File: src/cgra_defs.svh
`ifndef CGRA_DEFS_SVH
`define CGRA_DEFS_SVH

// Host memory side.
`define CGRA_NUM_CH 4
`define CGRA_MEM_W 64

// Fabric side, one PE per lane.
`define CGRA_NUM_LANES 4
`define CGRA_ITEM_W 16

// Fetch FIFO depth in items.
// Two full words fit.
`define CGRA_FIFO_DEPTH 8

`endif

File: src/cgra_cfg_pkg.sv
`default_nettype none

`include "cgra_defs.svh"

package cgra_cfg_pkg;

  // Operation applied by a PE to its source item.
  typedef enum logic [2:0] {
    OP_PASS = 3'd0,
    OP_ADD  = 3'd1,
    OP_SUB  = 3'd2,
    OP_XOR  = 3'd3
  } cgra_op_e;

  // Opcode in bits 2:0, source lane in 4:3, constant in 15:8.
  // Bits 7:5 are reserved.
  typedef logic [15:0] pe_cfg_t;

  // One bit per memory channel.
  typedef logic [`CGRA_NUM_CH-1:0] ch_mask_t;

endpackage

`default_nettype wire

File: src/cgra_data_pkg.sv
`default_nettype none

`include "cgra_defs.svh"

package cgra_data_pkg;

  typedef logic [`CGRA_MEM_W-1:0] mem_word_t;
  typedef logic [`CGRA_ITEM_W-1:0] item_t;

  typedef enum logic [1:0] {
    CONF_IDLE,
    CONF_REQ,
    CONF_WAIT,
    CONF_DONE
  } conf_state_e;

  typedef enum logic [1:0] {
    EXEC_IDLE,
    EXEC_RUN,
    EXEC_DRAIN,
    EXEC_DONE
  } exec_state_e;

endpackage

`default_nettype wire

File: src/fabric_ctrl_if.sv
`timescale 1ns/1ps
`default_nettype none

`include "cgra_defs.svh"

interface fabric_ctrl_if;
  import cgra_cfg_pkg::*;

  pe_cfg_t [`CGRA_NUM_LANES-1:0] pe_cfg;
  logic cfg_valid;
  logic fabric_en;
  logic fabric_idle;

  modport conf (output pe_cfg, output cfg_valid);

  modport exec (output fabric_en, input fabric_idle);

  modport fabric (input pe_cfg, input cfg_valid, input fabric_en, output fabric_idle);

endinterface

`default_nettype wire

File: src/fetch_data.sv
`timescale 1ns/1ps
`default_nettype none

`include "cgra_defs.svh"

module fetch_data (
  input  wire                           clk,
  input  wire                           rst_n,
  input  wire                           en,
  input  wire                           available_read,
  input  wire                           data_valid,
  input  wire cgra_data_pkg::mem_word_t read_data,
  input  wire                           pop,
  output logic                          request_read,
  output logic                          available_pop,
  output cgra_data_pkg::item_t          data_out
);
  import cgra_data_pkg::*;

  localparam int ITEMS = `CGRA_MEM_W / `CGRA_ITEM_W;
  localparam int AW = $clog2(`CGRA_FIFO_DEPTH);

  item_t mem [`CGRA_FIFO_DEPTH];
  logic [AW-1:0] wr_ptr;
  logic [AW-1:0] rd_ptr;
  logic [AW:0] count;
  logic pending;
  logic room;

  // A request must leave room for the whole word it brings back.
  assign room = (count <= (AW+1)'(`CGRA_FIFO_DEPTH - ITEMS));
  assign request_read = en && available_read && !pending && room;
  assign available_pop = (count != '0);
  assign data_out = mem[rd_ptr];

  always_ff @(posedge clk) begin
    if (!rst_n) begin
      pending <= 1'b0;
    end else if (request_read) begin
      pending <= 1'b1;
    end else if (data_valid) begin
      pending <= 1'b0;
    end
  end

  // Item 0 sits at the lowest address, so it leaves first.
  always_ff @(posedge clk) begin
    if (data_valid) begin
      for (int j = 0; j < ITEMS; j++) begin
        mem[wr_ptr + AW'(j)] <= read_data[j*`CGRA_ITEM_W +: `CGRA_ITEM_W];
      end
    end
  end

  always_ff @(posedge clk) begin
    if (!rst_n) begin
      wr_ptr <= '0;
      rd_ptr <= '0;
      count  <= '0;
    end else begin
      if (data_valid) begin
        wr_ptr <= wr_ptr + AW'(ITEMS);
      end
      if (pop) begin
        rd_ptr <= rd_ptr + 1'b1;
      end
      case ({data_valid, pop})
        2'b10:   count <= count + (AW+1)'(ITEMS);
        2'b11:   count <= count + (AW+1)'(ITEMS - 1);
        2'b01:   count <= count - 1'b1;
        default: count <= count;
      endcase
    end
  end

  // Each returned word answers a request made earlier by this block.
  assert property (@(posedge clk) disable iff (!rst_n) data_valid |-> pending)
    else $error("fetch_data: read data valid with no request outstanding");

endmodule

`default_nettype wire

File: src/dispatch_data.sv
`timescale 1ns/1ps
`default_nettype none

`include "cgra_defs.svh"

module dispatch_data (
  input  wire                       clk,
  input  wire                       rst_n,
  input  wire                       available_write,
  input  wire                       push,
  input  wire cgra_data_pkg::item_t data_in,
  output logic                      request_write,
  output cgra_data_pkg::mem_word_t  write_data,
  output logic                      available_push
);
  import cgra_data_pkg::*;

  localparam int ITEMS = `CGRA_MEM_W / `CGRA_ITEM_W;
  localparam int CW = $clog2(ITEMS + 1);

  mem_word_t pack;
  logic [CW-1:0] count;
  logic full;

  assign full = (count == CW'(ITEMS));
  assign request_write = full && available_write;
  // The write empties the packer, so a push can land in the same cycle.
  assign available_push = !full || available_write;
  assign write_data = pack;

  // New items enter at the top and drift down.
  // Item 0 ends in the low bits.
  always_ff @(posedge clk) begin
    if (push) begin
      pack <= {data_in, pack[`CGRA_MEM_W-1:`CGRA_ITEM_W]};
    end
  end

  always_ff @(posedge clk) begin
    if (!rst_n) begin
      count <= '0;
    end else begin
      case ({request_write, push})
        2'b10:   count <= '0;
        2'b11:   count <= CW'(1);
        2'b01:   count <= count + 1'b1;
        default: count <= count;
      endcase
    end
  end

  // The fabric only pushes into a lane that has room.
  assert property (@(posedge clk) disable iff (!rst_n) push |-> available_push)
    else $error("dispatch_data: push while packer full");

endmodule

`default_nettype wire

File: src/cgra_control_conf.sv
`timescale 1ns/1ps
`default_nettype none

`include "cgra_defs.svh"

module cgra_control_conf (
  input  wire                           clk,
  input  wire                           rst_n,
  input  wire                           start,
  input  wire                           available_read,
  input  wire                           rd_data_valid,
  input  wire cgra_data_pkg::mem_word_t rd_data,
  output logic                          req_rd_data,
  output cgra_cfg_pkg::ch_mask_t        read_fifo_mask,
  output cgra_cfg_pkg::ch_mask_t        write_fifo_mask,
  output logic                          done,
  fabric_ctrl_if.conf                   ctrl
);
  import cgra_data_pkg::*;

  conf_state_e state;
  logic word_sel;

  assign req_rd_data = (state == CONF_REQ) && available_read;
  assign done = (state == CONF_DONE);

  always_ff @(posedge clk) begin
    if (!rst_n) begin
      state           <= CONF_IDLE;
      word_sel        <= 1'b0;
      read_fifo_mask  <= '0;
      write_fifo_mask <= '0;
      ctrl.cfg_valid  <= 1'b0;
    end else if (start) begin
      state          <= CONF_REQ;
      word_sel       <= 1'b0;
      ctrl.cfg_valid <= 1'b0;
    end else begin
      case (state)
        CONF_REQ: begin
          if (available_read) begin
            state <= CONF_WAIT;
          end
        end
        CONF_WAIT: begin
          if (rd_data_valid) begin
            if (!word_sel) begin
              // Word 0 carries both channel masks.
              read_fifo_mask  <= rd_data[`CGRA_NUM_CH-1:0];
              write_fifo_mask <= rd_data[2*`CGRA_NUM_CH-1:`CGRA_NUM_CH];
              word_sel        <= 1'b1;
              state           <= CONF_REQ;
            end else begin
              ctrl.cfg_valid <= 1'b1;
              state          <= CONF_DONE;
            end
          end
        end
        CONF_DONE: state <= CONF_IDLE;
        default:   state <= CONF_IDLE;
      endcase
    end
  end

  // Word 1 holds PE k in bits 16k+15:16k.
  always_ff @(posedge clk) begin
    if ((state == CONF_WAIT) && rd_data_valid && word_sel) begin
      ctrl.pe_cfg <= rd_data;
    end
  end

endmodule

`default_nettype wire

File: src/cgra_control_exec.sv
`timescale 1ns/1ps
`default_nettype none

`include "cgra_defs.svh"

module cgra_control_exec (
  input  wire                         clk,
  input  wire                         rst_n,
  input  wire                         start,
  input  wire cgra_cfg_pkg::ch_mask_t read_fifo_mask,
  input  wire cgra_cfg_pkg::ch_mask_t write_fifo_mask,
  input  wire [`CGRA_NUM_CH-1:0]      read_fifo_done,
  input  wire [`CGRA_NUM_CH-1:0]      write_fifo_done,
  input  wire [`CGRA_NUM_CH-1:0]      fifo_empty,
  output logic [`CGRA_NUM_CH-1:0]     en_fetch_data,
  output logic                        done,
  fabric_ctrl_if.exec                 ctrl
);
  import cgra_data_pkg::*;

  exec_state_e state;
  logic rd_all_done;
  logic wr_all_done;
  logic drained;

  // Channels outside a mask count as finished.
  assign rd_all_done = &(read_fifo_done | ~read_fifo_mask);
  assign wr_all_done = &(write_fifo_done | ~write_fifo_mask);
  assign drained = (&fifo_empty) && ctrl.fabric_idle;

  assign en_fetch_data = (state == EXEC_RUN) ? read_fifo_mask : '0;
  assign ctrl.fabric_en = (state == EXEC_RUN) || (state == EXEC_DRAIN);

  always_ff @(posedge clk) begin
    if (!rst_n) begin
      state <= EXEC_IDLE;
      done  <= 1'b0;
    end else if (start) begin
      state <= EXEC_RUN;
      done  <= 1'b0;
    end else begin
      case (state)
        EXEC_RUN: begin
          if (rd_all_done) begin
            state <= EXEC_DRAIN;
          end
        end
        EXEC_DRAIN: begin
          if (drained) begin
            state <= EXEC_DONE;
          end
        end
        EXEC_DONE: begin
          if (wr_all_done) begin
            done <= 1'b1;
          end
        end
        default: state <= state;
      endcase
    end
  end

  // Once drained, no new data reaches the FIFOs or the fabric.
  assert property (@(posedge clk) disable iff (!rst_n) (state == EXEC_DONE) |-> drained)
    else $error("cgra_control_exec: data arrived after the fabric drained");

endmodule

`default_nettype wire

File: src/cgra_fabric.sv
`timescale 1ns/1ps
`default_nettype none

`include "cgra_defs.svh"

module cgra_fabric (
  input  wire                                        clk,
  input  wire                                        rst_n,
  input  wire [`CGRA_NUM_LANES-1:0]                  available_pop,
  input  wire [`CGRA_NUM_LANES*`CGRA_ITEM_W-1:0]     fifo_in_data,
  input  wire [`CGRA_NUM_LANES-1:0]                  available_push,
  output logic [`CGRA_NUM_LANES-1:0]                 pop,
  output wire [`CGRA_NUM_LANES-1:0]                  fifo_out_we,
  output wire [`CGRA_NUM_LANES*`CGRA_ITEM_W-1:0]     fifo_out_data,
  fabric_ctrl_if.fabric                              ctrl
);
  import cgra_cfg_pkg::*;
  import cgra_data_pkg::*;

  localparam int N = `CGRA_NUM_LANES;
  localparam int SW = $clog2(N);

  wire [N-1:0][SW-1:0] src;
  wire [N-1:0][`CGRA_ITEM_W-1:0] lane_in;
  wire [N-1:0] want;
  logic [N-1:0] fire;
  logic [N-1:0] out_valid;
  item_t [N-1:0] out_data;

  function automatic item_t pe_apply(pe_cfg_t cfg, item_t item);
    item_t k;
    k = item_t'(cfg[15:8]);
    case (cgra_op_e'(cfg[2:0]))
      OP_PASS: return item;
      OP_ADD:  return item + k;
      OP_SUB:  return item - k;
      OP_XOR:  return item ^ k;
      default: return item;
    endcase
  endfunction

  for (genvar k = 0; k < N; k++) begin : g_pe
    assign src[k] = ctrl.pe_cfg[k][4:3];
    assign lane_in[k] = fifo_in_data[src[k]*`CGRA_ITEM_W +: `CGRA_ITEM_W];
    assign fifo_out_we[k] = out_valid[k] && available_push[k];
    assign want[k] = ctrl.fabric_en && ctrl.cfg_valid && available_pop[src[k]] &&
                     (!out_valid[k] || fifo_out_we[k]) && available_push[k];
  end

  // Lower PE index wins when two PEs read the same lane.
  always_comb begin
    fire = '0;
    pop  = '0;
    for (int k = 0; k < N; k++) begin
      if (want[k] && !pop[src[k]]) begin
        fire[k]     = 1'b1;
        pop[src[k]] = 1'b1;
      end
    end
  end

  always_ff @(posedge clk) begin
    if (!rst_n) begin
      out_valid <= '0;
    end else begin
      for (int k = 0; k < N; k++) begin
        if (fire[k]) begin
          out_valid[k] <= 1'b1;
        end else if (fifo_out_we[k]) begin
          out_valid[k] <= 1'b0;
        end
      end
    end
  end

  always_ff @(posedge clk) begin
    for (int k = 0; k < N; k++) begin
      if (fire[k]) begin
        out_data[k] <= pe_apply(ctrl.pe_cfg[k], lane_in[k]);
      end
    end
  end

  assign fifo_out_data = out_data;
  assign ctrl.fabric_idle = ~|out_valid;

endmodule

`default_nettype wire

File: src/cgra_acc.sv
`timescale 1ns/1ps
`default_nettype none

`include "cgra_defs.svh"

module cgra_acc (
  input  wire                                clk,
  input  wire                                rst_n,
  input  wire                                start,
  input  wire [`CGRA_NUM_CH-1:0]             acc_user_done_rd_data,
  input  wire [`CGRA_NUM_CH-1:0]             acc_user_done_wr_data,
  input  wire [`CGRA_NUM_CH-1:0]             acc_user_available_read,
  output wire [`CGRA_NUM_CH-1:0]             acc_user_request_read,
  input  wire [`CGRA_NUM_CH-1:0]             acc_user_read_data_valid,
  input  wire [`CGRA_NUM_CH*`CGRA_MEM_W-1:0] acc_user_read_data,
  input  wire [`CGRA_NUM_CH-1:0]             acc_user_available_write,
  output wire [`CGRA_NUM_CH-1:0]             acc_user_request_write,
  output wire [`CGRA_NUM_CH*`CGRA_MEM_W-1:0] acc_user_write_data,
  output wire                                acc_user_done
);
  import cgra_cfg_pkg::*;

  wire [`CGRA_NUM_CH-1:0] request_read;
  wire [`CGRA_NUM_CH-1:0] en_fetch_data;
  wire conf_req_rd_data;
  wire conf_done;
  ch_mask_t read_fifo_mask;
  ch_mask_t write_fifo_mask;
  wire [`CGRA_NUM_LANES-1:0] pop;
  wire [`CGRA_NUM_LANES-1:0] available_pop;
  wire [`CGRA_NUM_LANES-1:0] push;
  wire [`CGRA_NUM_LANES-1:0] available_push;
  wire [`CGRA_NUM_LANES*`CGRA_ITEM_W-1:0] fifo_in_data;
  wire [`CGRA_NUM_LANES*`CGRA_ITEM_W-1:0] fifo_out_data;

  fabric_ctrl_if ctrl_if ();

  // Fetch 0 stays off until conf_done, so the two never overlap.
  assign acc_user_request_read =
    request_read | {{(`CGRA_NUM_CH-1){1'b0}}, conf_req_rd_data};

  // Words returned before cfg_valid are configuration words, not fetch data.
  for (genvar ch = 0; ch < `CGRA_NUM_CH; ch++) begin : g_ch
    fetch_data fetch_data_i (
      .clk            (clk),
      .rst_n          (rst_n),
      .en             (en_fetch_data[ch]),
      .available_read (acc_user_available_read[ch]),
      .data_valid     (acc_user_read_data_valid[ch] && ctrl_if.cfg_valid),
      .read_data      (acc_user_read_data[ch*`CGRA_MEM_W +: `CGRA_MEM_W]),
      .pop            (pop[ch]),
      .request_read   (request_read[ch]),
      .available_pop  (available_pop[ch]),
      .data_out       (fifo_in_data[ch*`CGRA_ITEM_W +: `CGRA_ITEM_W])
    );

    dispatch_data dispatch_data_i (
      .clk             (clk),
      .rst_n           (rst_n),
      .available_write (acc_user_available_write[ch]),
      .push            (push[ch]),
      .data_in         (fifo_out_data[ch*`CGRA_ITEM_W +: `CGRA_ITEM_W]),
      .request_write   (acc_user_request_write[ch]),
      .write_data      (acc_user_write_data[ch*`CGRA_MEM_W +: `CGRA_MEM_W]),
      .available_push  (available_push[ch])
    );
  end

  cgra_control_conf control_conf_i (
    .clk             (clk),
    .rst_n           (rst_n),
    .start           (start),
    .available_read  (acc_user_available_read[0]),
    .rd_data_valid   (acc_user_read_data_valid[0]),
    .rd_data         (acc_user_read_data[`CGRA_MEM_W-1:0]),
    .req_rd_data     (conf_req_rd_data),
    .read_fifo_mask  (read_fifo_mask),
    .write_fifo_mask (write_fifo_mask),
    .done            (conf_done),
    .ctrl            (ctrl_if)
  );

  cgra_control_exec control_exec_i (
    .clk             (clk),
    .rst_n           (rst_n),
    .start           (conf_done),
    .read_fifo_mask  (read_fifo_mask),
    .write_fifo_mask (write_fifo_mask),
    .read_fifo_done  (acc_user_done_rd_data),
    .write_fifo_done (acc_user_done_wr_data),
    .fifo_empty      (~available_pop),
    .en_fetch_data   (en_fetch_data),
    .done            (acc_user_done),
    .ctrl            (ctrl_if)
  );

  cgra_fabric fabric_i (
    .clk            (clk),
    .rst_n          (rst_n),
    .available_pop  (available_pop),
    .fifo_in_data   (fifo_in_data),
    .available_push (available_push),
    .pop            (pop),
    .fifo_out_we    (push),
    .fifo_out_data  (fifo_out_data),
    .ctrl           (ctrl_if)
  );

endmodule

`default_nettype wire

File: config.mk
export PLATFORM = sky130hd
export DESIGN_NAME = cgra_acc
export DESIGN_NICKNAME = d
export VERILOG_FILES = /design/src/cgra_cfg_pkg.sv /design/src/cgra_data_pkg.sv /design/src/fabric_ctrl_if.sv /design/src/fetch_data.sv /design/src/dispatch_data.sv /design/src/cgra_control_conf.sv /design/src/cgra_control_exec.sv /design/src/cgra_fabric.sv /design/src/cgra_acc.sv
export VERILOG_INCLUDE_DIRS = /design/src
export SDC_FILE = /design/constraint.sdc
export NUM_CORES = 1
export LEC_CHECK = 0
export BUFFER_PORTS_ARGS = -buffer_cell sky130_fd_sc_hd__buf_4
export CAP_MARGIN = 10
export CORE_ASPECT_RATIO = 0.9
export CORE_MARGIN = 2
export CORE_UTILIZATION = 58
export CTS_CLUSTER_DIAMETER = 120
export DETAILED_ROUTE_END_ITERATION = 10
export GPL_ROUTABILITY_DRIVEN = 0
export PLACE_DENSITY_LB_ADDON = 0.25
export SYNTH_ARGS = -nofsm -noshare
export SYNTH_HDL_FRONTEND = slang
export SYNTH_SLANG_ARGS = --single-unit
File: constraint.sdc
create_clock -name clk -period 5.94 [get_ports clk]
set_input_delay 0.594 -clock clk [delete_from_list [all_inputs] [get_ports clk]]
set_output_delay 0.594 -clock clk [all_outputs]
set_load 0.03 [all_outputs]
==> metrics.yaml <==
run_status: "finished clean"
cp-start-kind: "register"
postSynthRegisterBits: 963
detail_route.first_pass.iterations: 6
switching_share: 0.193
via_count_of_the_routed_design: 24600
finalSetupViolCount: 0
critical_path.endpoint_type: "register"
grt_most_used_layer: "met2"
grt_use_met1: 0.351
netlist_top_cells_area: "sky130_fd_sc_hd__edfxtp_1 (64%), sky130_fd_sc_hd__mux4_2 (8.3%), sky130_fd_sc_hd__dfxtp_1 (3.8%), sky130_fd_sc_hd__ha_1 (3.2%), sky130_fd_sc_hd__mux4_1 (2.5%)"
floorplan.die.height_um: 257
p_int_w: 0.0109
floorplan.initialDensity: 0.588
post_synth_instance_area_sq_um: 41400
synth.top_cell.area_share: 0.642
fillCellCount: 4456
grt_setup_unrepaired: "no"
max_cap_violations: 0
ys.flop_type: "sky130_fd_sc_hd__edfxtp_1"
initial_antenna_violation_count: 20
final-hold-violation-count: 0
place.port_buffers: 543
drt-total-wl_um: 103000
groute.layer.met3.usage: 0.0738
timing.fmax_mhz: 198
slew-limit-headroom: 0.300
irDropWorstVdd_uv: 217
cts_repair_resize_count: 0
drive_gt1_frac: 0.308
critical_path_class: "register to register"
synth_edf_count: 884
wl_per_cell_um: 25.6
fin_crit_sh: 0.852
area.growth.synth_to_final_pct: 19.5
cts.sinks: 963
worst_slew_pin_slew_ns: 1.05
clk_root_buffer_cell: "sky130_fd_sc_hd__clkbuf_16"
share_seq_of_total_power: 0.545
pwr_density_cell_nw_per_um2: 273
post_synth.cell_area_avg_sq_um: 17.2
grt_first_pass_wirelength_um: 152000
post-cts-setup-buffers: 0
fin_worst_skew_ns: 0.0279
drt-vias-per-instance: 6.10
grt_start_max_net_pins: 69
grt_use_met2: 0.464
power.switching_w: 0.00260
cts.reportedPaths.clkPinSlew_ns: 0.06
ioPinCount: 544
synth_area_leader_cell: "sky130_fd_sc_hd__edfxtp_1"
drt_iter0_drc: 2707
yosys_warnings: 0
grt_pass1_vias: 24800
cellLeakagePower_nw: 17.5
postLayoutCoreUtil: 0.703
synth_commonest_cells: "sky130_fd_sc_hd__edfxtp_1 (884), sky130_fd_sc_hd__mux4_2 (153), sky130_fd_sc_hd__ha_1 (105)"
mappedNetlistNets: 2800
detail_route_antenna_nets: 0
post_synth_cell_types: 76
die_area_sq_um: 73500
netlist_instances: 2412
tns_ns: 0
die_w_um: 286
placementRows: 92
critPathRequiredTime_ns: 6.34
grt.overflow.total: 0
post-route-drc-count: 0
cts.path.max_buffers: 3
hpwlAfterDp_um: 76600
num-nets-final: 3385
seq_area_frac_synth: 0.680
worst_hold_path_type: "primary input to register"
crit_arrival_ns: 5.46
drv_slew: 0
core_area_sq_um: 70300
async_flop_share: 0
timing.critical_path.fanout_max: 17
cts_tree: "yes"
groute.usage.overall: 0.278
post-route-min-period_ns: 5.06
cts.htree.levels: 3
synth_most_common_cell: "sky130_fd_sc_hd__edfxtp_1"
worst_skew_pair_later_pin_latency_ns: 0.66
pwr-share-comb: 0.019
cts_hold_buffers: 0
share_clk_of_total_power: 0.436
regToRegSetupSlack_ns: 0.88
numCtsBuffers: 93
registers in the layout (all words and copies together) (netlist names), named ones only:
signal	cells
control_conf_i.ctrl.pe_cfg	52
control_conf_i.write_fifo_mask	4
fabric_i.fifo_out_data	64
control_conf_i.read_fifo_mask	4
g_ch.fetch_data_i.rd_ptr	12
g_ch.dispatch_data_i.write_data	256
g_ch.fetch_data_i.pending	4
control_conf_i.state	2
g_ch.fetch_data_i.count	16
control_exec_i.state	2
g_ch.dispatch_data_i.count	12
control_conf_i.word_sel	1
control_exec_i.done	1
control_conf_i.ctrl.cfg_valid	1
fabric_i.out_valid	4
g_ch.fetch_data_i.wr_ptr	4
g_ch.fetch_data_i.mem	512
kinds of logic after synthesis:
family,count (synthesis),share of synthesized area
mux,281,0.131
fa+ha+maj,109,0.0337
xor+xnor,86,0.0182
simple gates,437,0.0541
buf+inv,181,0.0246
compound gates,355,0.0583
flops,963,0.680
cells in the final DEF, fill, tap and decap left out, types with 75 or more instances in the layout:
| cell | count |
|---|---|
| sky130_fd_sc_hd__edfxtp_1 | 884 |
| sky130_fd_sc_hd__buf_4 | 584 |
| sky130_fd_sc_hd__ha_1 | 105 |
| sky130_fd_sc_hd__inv_1 | 87 |
| sky130_fd_sc_hd__o21ai_0 | 94 |
| sky130_fd_sc_hd__dfxtp_1 | 75 |
| sky130_fd_sc_hd__mux4_2 | 153 |
| sky130_fd_sc_hd__clkbuf_16 | 96 |
| sky130_fd_sc_hd__nor2_1 | 91 |
| sky130_fd_sc_hd__nand2_1 | 90 |
critical path, stage by stage, from the launching register on:
cell                        delay (ns)
sky130_fd_sc_hd__dfxtp_1          0.82
sky130_fd_sc_hd__buf_4            0.39
sky130_fd_sc_hd__mux4_2           0.34
sky130_fd_sc_hd__mux2i_1          0.59
sky130_fd_sc_hd__mux4_2           0.44
sky130_fd_sc_hd__inv_1            0.06
sky130_fd_sc_hd__ha_1             0.34
sky130_fd_sc_hd__nand2_1          0.09
sky130_fd_sc_hd__o211a_1          0.25
sky130_fd_sc_hd__o31a_1           0.35
sky130_fd_sc_hd__a2111oi_0        0.71
sky130_fd_sc_hd__o21ai_0          0.16
sky130_fd_sc_hd__a31o_1           0.24
metal layers:
layer	routed length (um)	part of all wire	vias to the layer above
met5	106	0.0010	-
li1	-	-	10800
met4	4060	0.039	16
met1	38200	0.37	12300
met3	9330	0.091	253
met2	51300	0.50	1238
power groups by stage:
stage	combinational (W)	sequential [W]	clock, W
final	0.000254	0.00737	0.00589
after global routing	0.000270	0.00736	0.00625
after CTS	0.000253	0.00736	0.00597
after detailed placement	0.000251	0.00751	0
after global placement	0.000241	0.00751	0
after floorplan	0.0000401	0.00751	0
through the flow:
stage / cell area [sq um] / total power [W] / hold WS, ns / std cells / worst slack, ns
after global placement: 46300 / 0.00775 / 0.403 / 3842 / 1.16
after detailed placement: 46300 / 0.00776 / 0.405 / 3842 / 0.981
after global routing: 49400 / 0.0139 / 0.0954 / 4020 / 0.408
after floorplan: 41400 / 0.00755 / 0.400 / 2412 / 1.62
final: 49400 / 0.0135 / 0.115 / 4026 / 0.879
after CTS: 49400 / 0.0136 / 0.0829 / 4014 / 0.930
worst paths after layout:
kind	depth (start not counted)	end	startpoint
worst max register to register	12	fabric_i.fifo_out_data[46]	register
worst min register to register	0	g_ch[2].dispatch_data_i.write_data[52]	fabric_i.fifo_out_data[36]
worst min-delay path	1	g_ch[3].fetch_data_i.mem[2][7]	acc_user_read_data[231]
worst max-delay path	12	fabric_i.fifo_out_data[46]	register
layout make-up:
type	count	area (sq um)	area share
flip-flops and latches	963	28100	0.569
well taps	940	1180	0.0238
multi-input cells	1268	12300	0.249
clock buffers	128	2620	0.0531
clock inverters	44	464	0.00939
repair buffers	584	4380	0.0887
diodes	12	30.0	0.000608
inverters	87	327	0.00661
(Power assumes the default switching activity.)
